## src/riscv_pkg.sv

```systemverilog
`default_nettype none

package riscv_pkg;

    ////////////////////
    // Widths and base types
    ////////////////////

    localparam int xlen = 32;

    typedef logic [xlen-1:0] word_t;
    typedef logic [4:0] reg_addr_t;

    // ALU operations
    typedef enum logic [3:0] {
        alu_add = 4'd0,
        alu_sub = 4'd1,
        alu_and = 4'd2,
        alu_or  = 4'd3,
        alu_xor = 4'd4,
        alu_slt = 4'd5,
        alu_sll = 4'd6,
        alu_srl = 4'd7,
        alu_sra = 4'd8
    } alu_op_t;

    // Major opcodes
    localparam logic [6:0] op_r      = 7'b0110011;
    localparam logic [6:0] op_i      = 7'b0010011;
    localparam logic [6:0] op_load   = 7'b0000011;
    localparam logic [6:0] op_store  = 7'b0100011;
    localparam logic [6:0] op_branch = 7'b1100011;

    // funct3 field values
    localparam logic [2:0] f3_add_sub = 3'b000;
    localparam logic [2:0] f3_sll     = 3'b001;
    localparam logic [2:0] f3_slt     = 3'b010;
    localparam logic [2:0] f3_xor     = 3'b100;
    localparam logic [2:0] f3_srl_sra = 3'b101;
    localparam logic [2:0] f3_or      = 3'b110;
    localparam logic [2:0] f3_and     = 3'b111;
    localparam logic [2:0] f3_beq     = 3'b000;

    ////////////////////
    // Stage payloads
    ////////////////////

    typedef struct packed {
        alu_op_t alu_op;
        logic    alu_src;
        logic    mem_read;
        logic    mem_write;
        logic    branch;
        logic    reg_write;
        logic    mem_to_reg;
    } ctrl_t;

    typedef struct packed {
        word_t     pc;
        ctrl_t     ctrl;
        word_t     imm;
        reg_addr_t rs1;
        reg_addr_t rs2;
        reg_addr_t rd;
    } id_ex_t;

    typedef struct packed {
        ctrl_t     ctrl;
        word_t     alu_result;
        word_t     store_data;
        word_t     branch_target;
        logic      taken;
        reg_addr_t rd;
    } ex_mem_t;

    typedef struct packed {
        logic      reg_write;
        logic      mem_to_reg;
        word_t     alu_result;
        reg_addr_t rd;
    } mem_wb_t;

    // Register write reported at writeback
    typedef struct packed {
        logic      write;
        reg_addr_t rd;
        word_t     data;
    } retire_t;

    typedef struct packed {
        logic  read;
        logic  write;
        word_t addr;
        word_t wdata;
    } dmem_req_t;

endpackage

`default_nettype wire
```

## src/riscv_core.sv

```systemverilog
`timescale 1ns/1ps
`default_nettype none

module riscv_core #(
    parameter riscv_pkg::word_t initial_pc = 32'h0040_0000
) (
    input  wire logic clk,
    input  wire logic rst,
    output riscv_pkg::word_t pc,
    output logic instr_req,
    input  wire riscv_pkg::word_t instr,
    output riscv_pkg::dmem_req_t dmem,
    input  wire riscv_pkg::word_t d_rdata,
    output riscv_pkg::retire_t retire
);

    riscv_pkg::word_t id_pc;
    riscv_pkg::word_t rdata1;
    riscv_pkg::word_t rdata2;
    logic stall;
    logic flush_id_ex;
    logic flush_ex_mem;

    riscv_pkg::id_ex_t  id_ex_d, id_ex_q;
    riscv_pkg::ex_mem_t ex_mem_d, ex_mem_q;
    riscv_pkg::mem_wb_t mem_wb_d, mem_wb_q;

    ////////////////////
    // Fetch and decode
    ////////////////////

    fetch_control #(.initial_pc(initial_pc)) fetch (
        .clk(clk), .rst(rst), .stall(stall),
        .redirect(ex_mem_q.taken), .target(ex_mem_q.branch_target),
        .pc(pc), .id_pc(id_pc), .instr_req(instr_req),
        .flush_id_ex(flush_id_ex), .flush_ex_mem(flush_ex_mem)
    );

    instr_decoder decoder (
        .instr(instr), .id_pc(id_pc),
        .ex_ctrl(id_ex_q.ctrl), .ex_rd(id_ex_q.rd), .redirect(ex_mem_q.taken),
        .decoded(id_ex_d), .stall(stall)
    );

    // Read ports line up with the execute stage
    reg_file regs (
        .clk(clk), .rs1(id_ex_d.rs1), .rs2(id_ex_d.rs2), .wr(retire),
        .rdata1(rdata1), .rdata2(rdata2)
    );

    stage_reg #(.payload_t(riscv_pkg::id_ex_t)) id_ex_reg (
        .clk(clk), .rst(rst), .hold(1'b0), .flush(flush_id_ex),
        .d(id_ex_d), .q(id_ex_q)
    );

    ////////////////////
    // Execute and memory
    ////////////////////

    execute_unit execute (
        .id_ex(id_ex_q), .rdata1(rdata1), .rdata2(rdata2),
        .mem(ex_mem_q), .wb(retire), .result(ex_mem_d)
    );

    stage_reg #(.payload_t(riscv_pkg::ex_mem_t)) ex_mem_reg (
        .clk(clk), .rst(rst), .hold(1'b0), .flush(flush_ex_mem),
        .d(ex_mem_d), .q(ex_mem_q)
    );

    assign dmem = '{read: ex_mem_q.ctrl.mem_read, write: ex_mem_q.ctrl.mem_write,
                    addr: ex_mem_q.alu_result, wdata: ex_mem_q.store_data};

    assign mem_wb_d = '{reg_write: ex_mem_q.ctrl.reg_write,
                        mem_to_reg: ex_mem_q.ctrl.mem_to_reg,
                        alu_result: ex_mem_q.alu_result, rd: ex_mem_q.rd};

    stage_reg #(.payload_t(riscv_pkg::mem_wb_t)) mem_wb_reg (
        .clk(clk), .rst(rst), .hold(1'b0), .flush(1'b0),
        .d(mem_wb_d), .q(mem_wb_q)
    );

    // Writeback, load data arrives the cycle after the request
    assign retire = '{write: mem_wb_q.reg_write, rd: mem_wb_q.rd,
                      data: mem_wb_q.mem_to_reg ? d_rdata : mem_wb_q.alu_result};

endmodule

`default_nettype wire

```

## src/execute_unit.sv

```systemverilog
`timescale 1ns/1ps
`default_nettype none

module execute_unit (
    input  wire riscv_pkg::id_ex_t id_ex,
    input  wire riscv_pkg::word_t rdata1,
    input  wire riscv_pkg::word_t rdata2,
    input  wire riscv_pkg::ex_mem_t mem,
    input  wire riscv_pkg::retire_t wb,
    output riscv_pkg::ex_mem_t result
);

    riscv_pkg::word_t op_a;
    riscv_pkg::word_t op_rs2;
    riscv_pkg::word_t op_b;
    riscv_pkg::word_t alu_y;
    logic zero;

    ////////////////////
    // Forwarding
    ////////////////////

    // Youngest producer wins, memory before writeback
    function automatic riscv_pkg::word_t fwd(
        input riscv_pkg::reg_addr_t rs,
        input riscv_pkg::word_t     rf_data,
        input riscv_pkg::ex_mem_t   m,
        input riscv_pkg::retire_t   w
    );
        if (rs == '0)
            fwd = '0;
        else if (m.ctrl.reg_write && (m.rd == rs))
            fwd = m.alu_result;
        else if (w.write && (w.rd == rs))
            fwd = w.data;
        else
            fwd = rf_data;
    endfunction

    assign op_a = fwd(id_ex.rs1, rdata1, mem, wb);
    assign op_rs2 = fwd(id_ex.rs2, rdata2, mem, wb);

    // Store data takes the forwarded rs2, not the immediate
    assign op_b = id_ex.ctrl.alu_src ? id_ex.imm : op_rs2;

    ////////////////////
    // ALU
    ////////////////////

    always_comb
    begin
        case (id_ex.ctrl.alu_op)
            riscv_pkg::alu_add: alu_y = op_a + op_b;
            riscv_pkg::alu_sub: alu_y = op_a - op_b;
            riscv_pkg::alu_and: alu_y = op_a & op_b;
            riscv_pkg::alu_or:  alu_y = op_a | op_b;
            riscv_pkg::alu_xor: alu_y = op_a ^ op_b;
            riscv_pkg::alu_slt: alu_y = {31'b0, $signed(op_a) < $signed(op_b)};
            riscv_pkg::alu_sll: alu_y = op_a << op_b[4:0];
            riscv_pkg::alu_srl: alu_y = op_a >> op_b[4:0];
            riscv_pkg::alu_sra: alu_y = $signed(op_a) >>> op_b[4:0];
            default:            alu_y = op_a + op_b;
        endcase
    end

    assign zero = (alu_y == '0);

    // Branch outcome travels to memory where it is acted on
    always_comb
    begin
        result.ctrl = id_ex.ctrl;
        result.alu_result = alu_y;
        result.store_data = op_rs2;
        result.branch_target = id_ex.pc + id_ex.imm;
        result.taken = id_ex.ctrl.branch && zero;
        result.rd = id_ex.rd;
    end

endmodule

`default_nettype wire

```

## src/reg_file.sv

```systemverilog
`timescale 1ns/1ps
`default_nettype none

module reg_file (
    input  wire logic clk,
    input  wire riscv_pkg::reg_addr_t rs1,
    input  wire riscv_pkg::reg_addr_t rs2,
    input  wire riscv_pkg::retire_t wr,
    output riscv_pkg::word_t rdata1,
    output riscv_pkg::word_t rdata2
);

    riscv_pkg::word_t regs [32];

    // x0 is never stored
    always_ff @(posedge clk)
    begin
        if (wr.write && (wr.rd != '0))
        begin
            regs[wr.rd] <= wr.data;
        end
    end

    // Registered reads, a same-cycle write is passed straight through
    always_ff @(posedge clk)
    begin
        if (rs1 == '0)
            rdata1 <= '0;
        else if (wr.write && (wr.rd == rs1))
            rdata1 <= wr.data;
        else
            rdata1 <= regs[rs1];

        if (rs2 == '0)
            rdata2 <= '0;
        else if (wr.write && (wr.rd == rs2))
            rdata2 <= wr.data;
        else
            rdata2 <= regs[rs2];
    end

endmodule

`default_nettype wire

```

## src/instr_decoder.sv

```systemverilog
`timescale 1ns/1ps
`default_nettype none

module instr_decoder (
    input  wire riscv_pkg::word_t instr,
    input  wire riscv_pkg::word_t id_pc,
    input  wire riscv_pkg::ctrl_t ex_ctrl,
    input  wire riscv_pkg::reg_addr_t ex_rd,
    input  wire logic redirect,
    output riscv_pkg::id_ex_t decoded,
    output logic stall
);

    logic [6:0] opcode;
    logic [2:0] funct3;
    logic funct7_bit;
    logic use_rs2;
    riscv_pkg::word_t imm_i;
    riscv_pkg::word_t imm_s;
    riscv_pkg::word_t imm_b;
    riscv_pkg::word_t imm;
    riscv_pkg::ctrl_t ctrl;

    assign opcode = instr[6:0];
    assign funct3 = instr[14:12];
    assign funct7_bit = instr[30];

    // ALU function from funct3, alt selects sub or sra
    function automatic riscv_pkg::alu_op_t alu_func(input logic [2:0] f3, input logic alt);
        case (f3)
            riscv_pkg::f3_add_sub: alu_func = alt ? riscv_pkg::alu_sub : riscv_pkg::alu_add;
            riscv_pkg::f3_sll:     alu_func = riscv_pkg::alu_sll;
            riscv_pkg::f3_slt:     alu_func = riscv_pkg::alu_slt;
            riscv_pkg::f3_xor:     alu_func = riscv_pkg::alu_xor;
            riscv_pkg::f3_srl_sra: alu_func = alt ? riscv_pkg::alu_sra : riscv_pkg::alu_srl;
            riscv_pkg::f3_or:      alu_func = riscv_pkg::alu_or;
            riscv_pkg::f3_and:     alu_func = riscv_pkg::alu_and;
            default:               alu_func = riscv_pkg::alu_add;
        endcase
    endfunction

    ////////////////////
    // Control decode
    ////////////////////

    always_comb
    begin
        ctrl = '0;
        use_rs2 = 1'b0;
        case (opcode)
            riscv_pkg::op_r:
            begin
                ctrl.alu_op = alu_func(funct3, funct7_bit);
                ctrl.reg_write = 1'b1;
                use_rs2 = 1'b1;
            end
            riscv_pkg::op_i:
            begin
                // Bit 30 is immediate data except for shifts
                ctrl.alu_op = alu_func(funct3,
                                       funct7_bit && (funct3 == riscv_pkg::f3_srl_sra));
                ctrl.alu_src = 1'b1;
                ctrl.reg_write = 1'b1;
            end
            riscv_pkg::op_load:
            begin
                ctrl.alu_src = 1'b1;
                ctrl.mem_read = 1'b1;
                ctrl.reg_write = 1'b1;
                ctrl.mem_to_reg = 1'b1;
            end
            riscv_pkg::op_store:
            begin
                ctrl.alu_src = 1'b1;
                ctrl.mem_write = 1'b1;
                use_rs2 = 1'b1;
            end
            riscv_pkg::op_branch:
            begin
                // Only beq is honoured, other branches fall through
                ctrl.alu_op = riscv_pkg::alu_sub;
                ctrl.branch = (funct3 == riscv_pkg::f3_beq);
                use_rs2 = 1'b1;
            end
            default:
            begin
                ctrl = '0;
            end
        endcase
    end

    ////////////////////
    // Immediates
    ////////////////////

    assign imm_i = {{20{instr[31]}}, instr[31:20]};
    assign imm_s = {{20{instr[31]}}, instr[31:25], instr[11:7]};
    assign imm_b = {{20{instr[31]}}, instr[7], instr[30:25], instr[11:8], 1'b0};

    always_comb
    begin
        case (opcode)
            riscv_pkg::op_i,
            riscv_pkg::op_load:   imm = imm_i;
            riscv_pkg::op_store:  imm = imm_s;
            riscv_pkg::op_branch: imm = imm_b;
            default:              imm = '0;
        endcase
    end

    assign decoded = '{pc: id_pc, ctrl: ctrl, imm: imm,
                       rs1: instr[19:15], rs2: instr[24:20], rd: instr[11:7]};

    // Load in execute feeding this instruction
    assign stall = ex_ctrl.mem_read && (ex_rd != '0) && !redirect &&
                   ((ex_rd == decoded.rs1) || (use_rs2 && (ex_rd == decoded.rs2)));

endmodule

`default_nettype wire

```

## src/fetch_control.sv

```systemverilog
`timescale 1ns/1ps
`default_nettype none

module fetch_control #(
    parameter riscv_pkg::word_t initial_pc = 32'h0040_0000
) (
    input  wire logic clk,
    input  wire logic rst,
    input  wire logic stall,
    input  wire logic redirect,
    input  wire riscv_pkg::word_t target,
    output riscv_pkg::word_t pc,
    output riscv_pkg::word_t id_pc,
    output logic instr_req,
    output logic flush_id_ex,
    output logic flush_ex_mem
);

    // High for the cycle where decode still sees a stale memory word
    logic refill;

    always_ff @(posedge clk)
    begin
        if (rst)
        begin
            pc <= initial_pc;
            id_pc <= initial_pc;
            refill <= 1'b1;
        end
        else
        begin
            refill <= redirect;
            if (redirect)
            begin
                pc <= target;
                id_pc <= pc;
            end
            else if (!stall)
            begin
                pc <= pc + 32'd4;
                id_pc <= pc;
            end
        end
    end

    // Memory keeps its output while decode is held
    assign instr_req = !stall;

    assign flush_id_ex = stall | redirect | refill;
    assign flush_ex_mem = redirect;

endmodule

`default_nettype wire

```

## src/stage_reg.sv

```systemverilog
`timescale 1ns/1ps
`default_nettype none

module stage_reg #(
    parameter type payload_t = logic [31:0]
) (
    input  wire logic clk,
    input  wire logic rst,
    input  wire logic hold,
    input  wire logic flush,
    input  wire payload_t d,
    output payload_t q
);

    // Flush turns the slot into a bubble
    always_ff @(posedge clk)
    begin
        if (rst || flush)
        begin
            q <= '0;
        end
        else if (!hold)
        begin
            q <= d;
        end
    end

endmodule

`default_nettype wire

```

## config.mk

```make
export PLATFORM = sky130hd
export DESIGN_NAME = riscv_core
export DESIGN_NICKNAME = d
export VERILOG_FILES = /design/src/riscv_pkg.sv /design/src/riscv_core.sv /design/src/execute_unit.sv /design/src/reg_file.sv /design/src/instr_decoder.sv /design/src/fetch_control.sv /design/src/stage_reg.sv
export SDC_FILE = /design/constraint.sdc
export NUM_CORES = 2
export LEC_CHECK = 0
export BUFFER_PORTS_ARGS = -buffer_cell sky130_fd_sc_hd__buf_2
export CAP_MARGIN = 15
export CORE_AREA = 5 5 328 330
export DETAILED_ROUTE_END_ITERATION = 6
export DIE_AREA = 0 0 333 335
export GPL_TIMING_DRIVEN = 0
export PLACE_DENSITY_LB_ADDON = 0.3
export SETUP_SLACK_MARGIN = 0.1
export SKIP_CTS_REPAIR_TIMING = 1
export SYNTH_ARGS = -nofsm -noshare
export SYNTH_HDL_FRONTEND = slang
export SYNTH_SLANG_ARGS = --single-unit
```

## constraint.sdc

```tcl
create_clock -name clk -period 19 [get_ports clk]
set_clock_uncertainty 0.2 [all_clocks]
set_input_delay 1.9 -clock clk [delete_from_list [all_inputs] [get_ports clk]]
set_output_delay 1.9 -clock clk [all_outputs]
set_load 0.02 [all_outputs]
```

==> impl_metrics.env, run 1 <==
export IMPL_outcome="stopped before the end"
export IMPL_failing_step="global routing"
export IMPL_error="[ERROR GRT-0232] Routing congestion too high. Check the congestion heatmap in the GUI."
export IMPL_synth_area_um2=70300
export IMPL_avgSynthCellArea_um2=13.4
export IMPL_num_io_pins=203
export IMPL_gr_total_overflow=542
export IMPL_initial_utilization_pct=67.2
export IMPL_num_rows=119
export IMPL_clock_sinks=1366
export IMPL_io_buffers=192
export IMPL_grt_max_degree=38
export IMPL_die_h_um=335
export IMPL_htreeDepth=4
export IMPL_async_flop_share_pct=0
export IMPL_cts_root_buffer="clkbuf_16"
export IMPL_dpl_hpwl_mm=241
export IMPL_track_usage_pct=83.8
export IMPL_yosysSeqAreaShare_pct=53.5
export IMPL_placed_area_um2=74500
export IMPL_synth_edf_count=1024
export IMPL_place_congestion=1.08
export IMPL_synth_cells=5254
export IMPL_clock_path_buffers=3
export IMPL_synth_seq_cells=1366
export IMPL_synthFlopType="edfxtp_1"
export IMPL_cts_inserted_buffers=136
export IMPL_yosysWarnings=0
export IMPL_die_width_um=333
export IMPL_synth_distinct_cells=99
## metrics by stage
step                std cells  hold slack, ps  setup slack (ps)
CTS                      7181             234              8130
detailed placement       6934             221              7730
global placement         6868             217              7110
floorplan                5285             206             11700
## cells by family after synthesis
kind of cell / share of synthesized area, %
xor+xnor: 1.18
flops: 53.5
mux: 20.6
other cells: 0.00534
simple gates: 8.28
buf+inv: 3.65
fa+ha+maj: 2.38
compound gates: 10.4
## routing by layer
layer | GRT overflow | global-route usage [%]
met2 | 214 | 93.7
met1 | 53 | 84.0
met4 | 200 | 79.2
met5 | 16 | 55.7
met3 | 59 | 77.3
## synthesized netlist by cell type, types with 104 or more instances
master,number,area share (%)
a211oi_1,104,1.1
a21oi_1,244,1.7
clkbuf_1,286,1.5
dfxtp_1,342,9.7
edfxtp_1,1024,44
ha_1,129,2.3
inv_1,125,0.67
mux2i_1,166,2.4
mux4_2,550,18
nand2_1,296,1.6
nand3_1,124,0.88
nor2_1,386,2.1
o21ai_0,200,1.4
==> inputs of run 2 (changes only) <==
--- a/config.mk
+++ b/config.mk
@@ -7,12 +7,11 @@
 export LEC_CHECK = 0
 export BUFFER_PORTS_ARGS = -buffer_cell sky130_fd_sc_hd__buf_2
 export CAP_MARGIN = 15
-export CORE_AREA = 5 5 328 330
+export CORE_AREA = 5 5 426 428
 export DETAILED_ROUTE_END_ITERATION = 6
-export DIE_AREA = 0 0 333 335
+export DIE_AREA = 0 0 431 433
 export GPL_TIMING_DRIVEN = 0
-export PLACE_DENSITY_LB_ADDON = 0.3
-export SETUP_SLACK_MARGIN = 0.1
+export PLACE_DENSITY_LB_ADDON = 0.15
 export SKIP_CTS_REPAIR_TIMING = 1
 export SYNTH_ARGS = -nofsm -noshare
 export SYNTH_HDL_FRONTEND = slang
==> run 2 against run 1 <==
- the flow now finishes, with violations (max-slew violations)
- area after synthesis did not move
- synthesized cell count did not move
==> impl_metrics.env, run 2 <==
export IMPL_synth_seq_cells=1366
export IMPL_die_width_um=431
export IMPL_largest_register_ffs=1024
export IMPL_period_needed_ps=11200
export IMPL_num_io_pins=203
export IMPL_hold_class="flip-flop to flip-flop"
export IMPL_via_per_inst=6.38
export IMPL_final_cell_area_um2=81400
export IMPL_dieArea_um2=187000
export IMPL_final_cell_mix="edfxtp_1, mux4_2, nor2_1"
export IMPL_async_flop_share_pct=0
export IMPL_clock_path_buffers=3
export IMPL_top_layer="met5"
export IMPL_wl_met2_mm=135
export IMPL_drive_gt1_share_pct=21.9
export IMPL_power_uw=7560
export IMPL_grt_pass1_vias=50800
export IMPL_placed_area_um2=76300
export IMPL_wl_met3_mm=31.9
export IMPL_multi_input_area_um2=30500
export IMPL_synth_area_um2=70300
export IMPL_synth_top_area_share_pct=43.8
export IMPL_synthTopCellsByCount="edfxtp_1, mux4_2, nor2_1, dfxtp_1, nand2_1"
export IMPL_r2r_end="ex_mem_reg.q[5]"
export IMPL_fill_cells=15900
export IMPL_grt_max_degree=38
export IMPL_cp_max_fo=11
export IMPL_rrSetupSlack_ps=7800
export IMPL_initial_utilization_pct=39.6
export IMPL_cp_end_kind="flip-flop"
export IMPL_gr_total_overflow=0
export IMPL_p_leak_uw=0.0285
export IMPL_drv_slew=8
export IMPL_yosysMostFrequentCell="edfxtp_1"
export IMPL_finalSetupViolations=0
export IMPL_maxSlewHeadroom_pct=-4.96
export IMPL_cp_cell_sequence="clkbuf_1 -> buf_2 -> buf_2 -> mux2i_1 -> a21oi_1 -> a221oi_2 -> clkbuf_1 -> clkbuf_1 -> clkbuf_1 -> ha_1 -> clkbuf_1 -> a221oi_1 -> o311a_1 -> a2111oi_0 -> nor2_1 -> a31oi_1 -> a211oi_1 -> or2_1 -> a221o_1 -> a221oi_1 -> and2_1 -> and4bb_1 -> nand4_1 -> nor3_2"
export IMPL_synthFlopType="edfxtp_1"
export IMPL_synth_edf_count=1024
export IMPL_holdPathStages=1
export IMPL_seqCellArea_um2=37600
export IMPL_yosysTopAreaCell="edfxtp_1"
export IMPL_peakVddDrop_mv=0.0918
export IMPL_violations="max-slew violations"
export IMPL_reg2reg_from="mem_wb_reg.q[37]"
export IMPL_die_h_um=433
export IMPL_finalCritPeriodShare_pct=59.0
export IMPL_cp_data_required_time_ps=19480
export IMPL_slowest_delay_ps=1060
export IMPL_cts_inserted_buffers=151
export IMPL_place_congestion=0.995
export IMPL_rr_worst_depth=24
export IMPL_cts_root_buffer="clkbuf_16"
export IMPL_drtAntennaViolNets=0
export IMPL_yosysSeqAreaShare_pct=53.5
export IMPL_synth_area_leaders="edfxtp_1, mux4_2, dfxtp_1"
export IMPL_num_rows=155
export IMPL_start_kind="flip-flop"
export IMPL_crit_slowest_cell="a221oi_2"
export IMPL_insertion_delay_ps=810
export IMPL_layout_commonest_cell="edfxtp_1"
export IMPL_post_drt_wl_per_cell_um=36.9
export IMPL_routed_wl_mm=303
export IMPL_met1_length_mm=117
export IMPL_drtIter0Drc=7450
export IMPL_hold_violations=0
export IMPL_dpl_hpwl_mm=229
export IMPL_synthToLayoutAreaGrowth_pct=15.8
export IMPL_cp_arrival_ps=11680
export IMPL_grt_pass1_wl_mm=414
export IMPL_synth_cells=5254
export IMPL_track_usage_pct=31.9
export IMPL_cpMostUsedCell="clkbuf_1"
export IMPL_worstHoldStart="id_ex_reg.q[48]"
export IMPL_io_buffers=192
export IMPL_htreeDepth=4
export IMPL_final_setup_tns_ps=0
export IMPL_reg_top3="regs.regs (1024), ex_mem_reg.q (105), id_ex_reg.q (69)"
export IMPL_antenna_found_initial=15
export IMPL_cts_tree="done"
export IMPL_outcome="complete, but fails checks"
export IMPL_fmax_mhz=89.3
export IMPL_avgSynthCellArea_um2=13.4
export IMPL_design_core_area_um2=177000
export IMPL_route_detailed_drc=0
export IMPL_worst_pin_slew_ps=1570
export IMPL_power_density_nw_per_um2=92.9
export IMPL_synth_distinct_cells=99
export IMPL_nets=5941
export IMPL_yosysWarnings=0
export IMPL_crit_type="flip-flop to flip-flop"
export IMPL_hold_end="ex_mem_reg.q[103]"
export IMPL_max_cap_violations=0
export IMPL_clk_pin_slew_worst_paths_ps=60
export IMPL_first_pass_iters=6
export IMPL_top_register="regs.regs"
export IMPL_rsz0062_at_grt="false"
export IMPL_clock_sinks=1366
export IMPL_via_count=52500
run 2: cell counts after synthesis:
Identical to the previous run, type by type.
run 2: how the worst max path moves through the flow:
stage / start / to / slack [ps]
2_1_floorplan: d_rdata[4] / ex_mem_reg.q[5] / 11700
3_3_place_gp: d_rdata[3] / ex_mem_reg.q[5] / 7440
3_5_place_dp: d_rdata[3] / ex_mem_reg.q[5] / 7950
4_1_cts: mem_wb_reg.q[37] / ex_mem_reg.q[5] / 8300
5_1_grt: mem_wb_reg.q[37] / ex_mem_reg.q[5] / 7890
6_report: mem_wb_reg.q[37] / ex_mem_reg.q[5] / 7800
run 2: cells by family (layout without fill, tap and decap cells):
family	count (synthesis)	in the layout	synth area share, %
DFF	1366	1366	53.5
buffers and inverters	598	1177	3.65
AOI/OAI and AO/OA	1100	1100	10.4
other	1	37	0.00534
adders and majority gates	132	132	2.38
xor gates and xnor gates	94	94	1.18
and+or+nand+nor	1211	1211	8.28
muxes	752	752	20.6
run 2: cell type report:
class,count,share of cell area [%]
flip-flops and latches,1366,46.2
multi-input cells,3321,37.5
clock buffers,207,5.11
repair buffers,305,3.72
well taps,2355,3.62
plain buffers,463,2.55
clock inverters,67,0.718
inverters,135,0.622
diodes,5,0.0154
run 2: stage by stage:
stage	util [%]	std cells	setup WS (ps)	hold WS [ps]
2_1_floorplan	-	5285	11700	206
3_3_place_gp	41.9	7832	7440	223
3_5_place_dp	43.0	7928	7950	222
4_1_cts	45.7	8202	8300	236
5_1_grt	45.9	8219	7890	250
6_report	45.9	8224	7800	232
run 2: metal layers:
| layer | global-route usage [%] | vias up |
|---|---|---|
| li1 | - | 21600 |
| met1 | 41.9 | 26800 |
| met2 | 49.3 | 3334 |
| met3 | 7.93 | 702 |
| met4 | 16.3 | 12 |
| met5 | 0.572 | - |
run 2: critical path, delay by kind of cell, from the launching register on:
family,cells,cell delay [ps]
adders and majority gates,1,220
muxes,1,760
DFF,1,300
and+or+nand+nor,6,1360
AOI/OAI and AO/OA,9,4700
buffers and inverters,7,3500
run 2: power by group:
part	switching, µW	internal [µW]
registers	56.7	3280
logic	949	425
clock network	1250	1600
total	2260	5310
No activity file was read; power rests on OpenSTA's default activity.
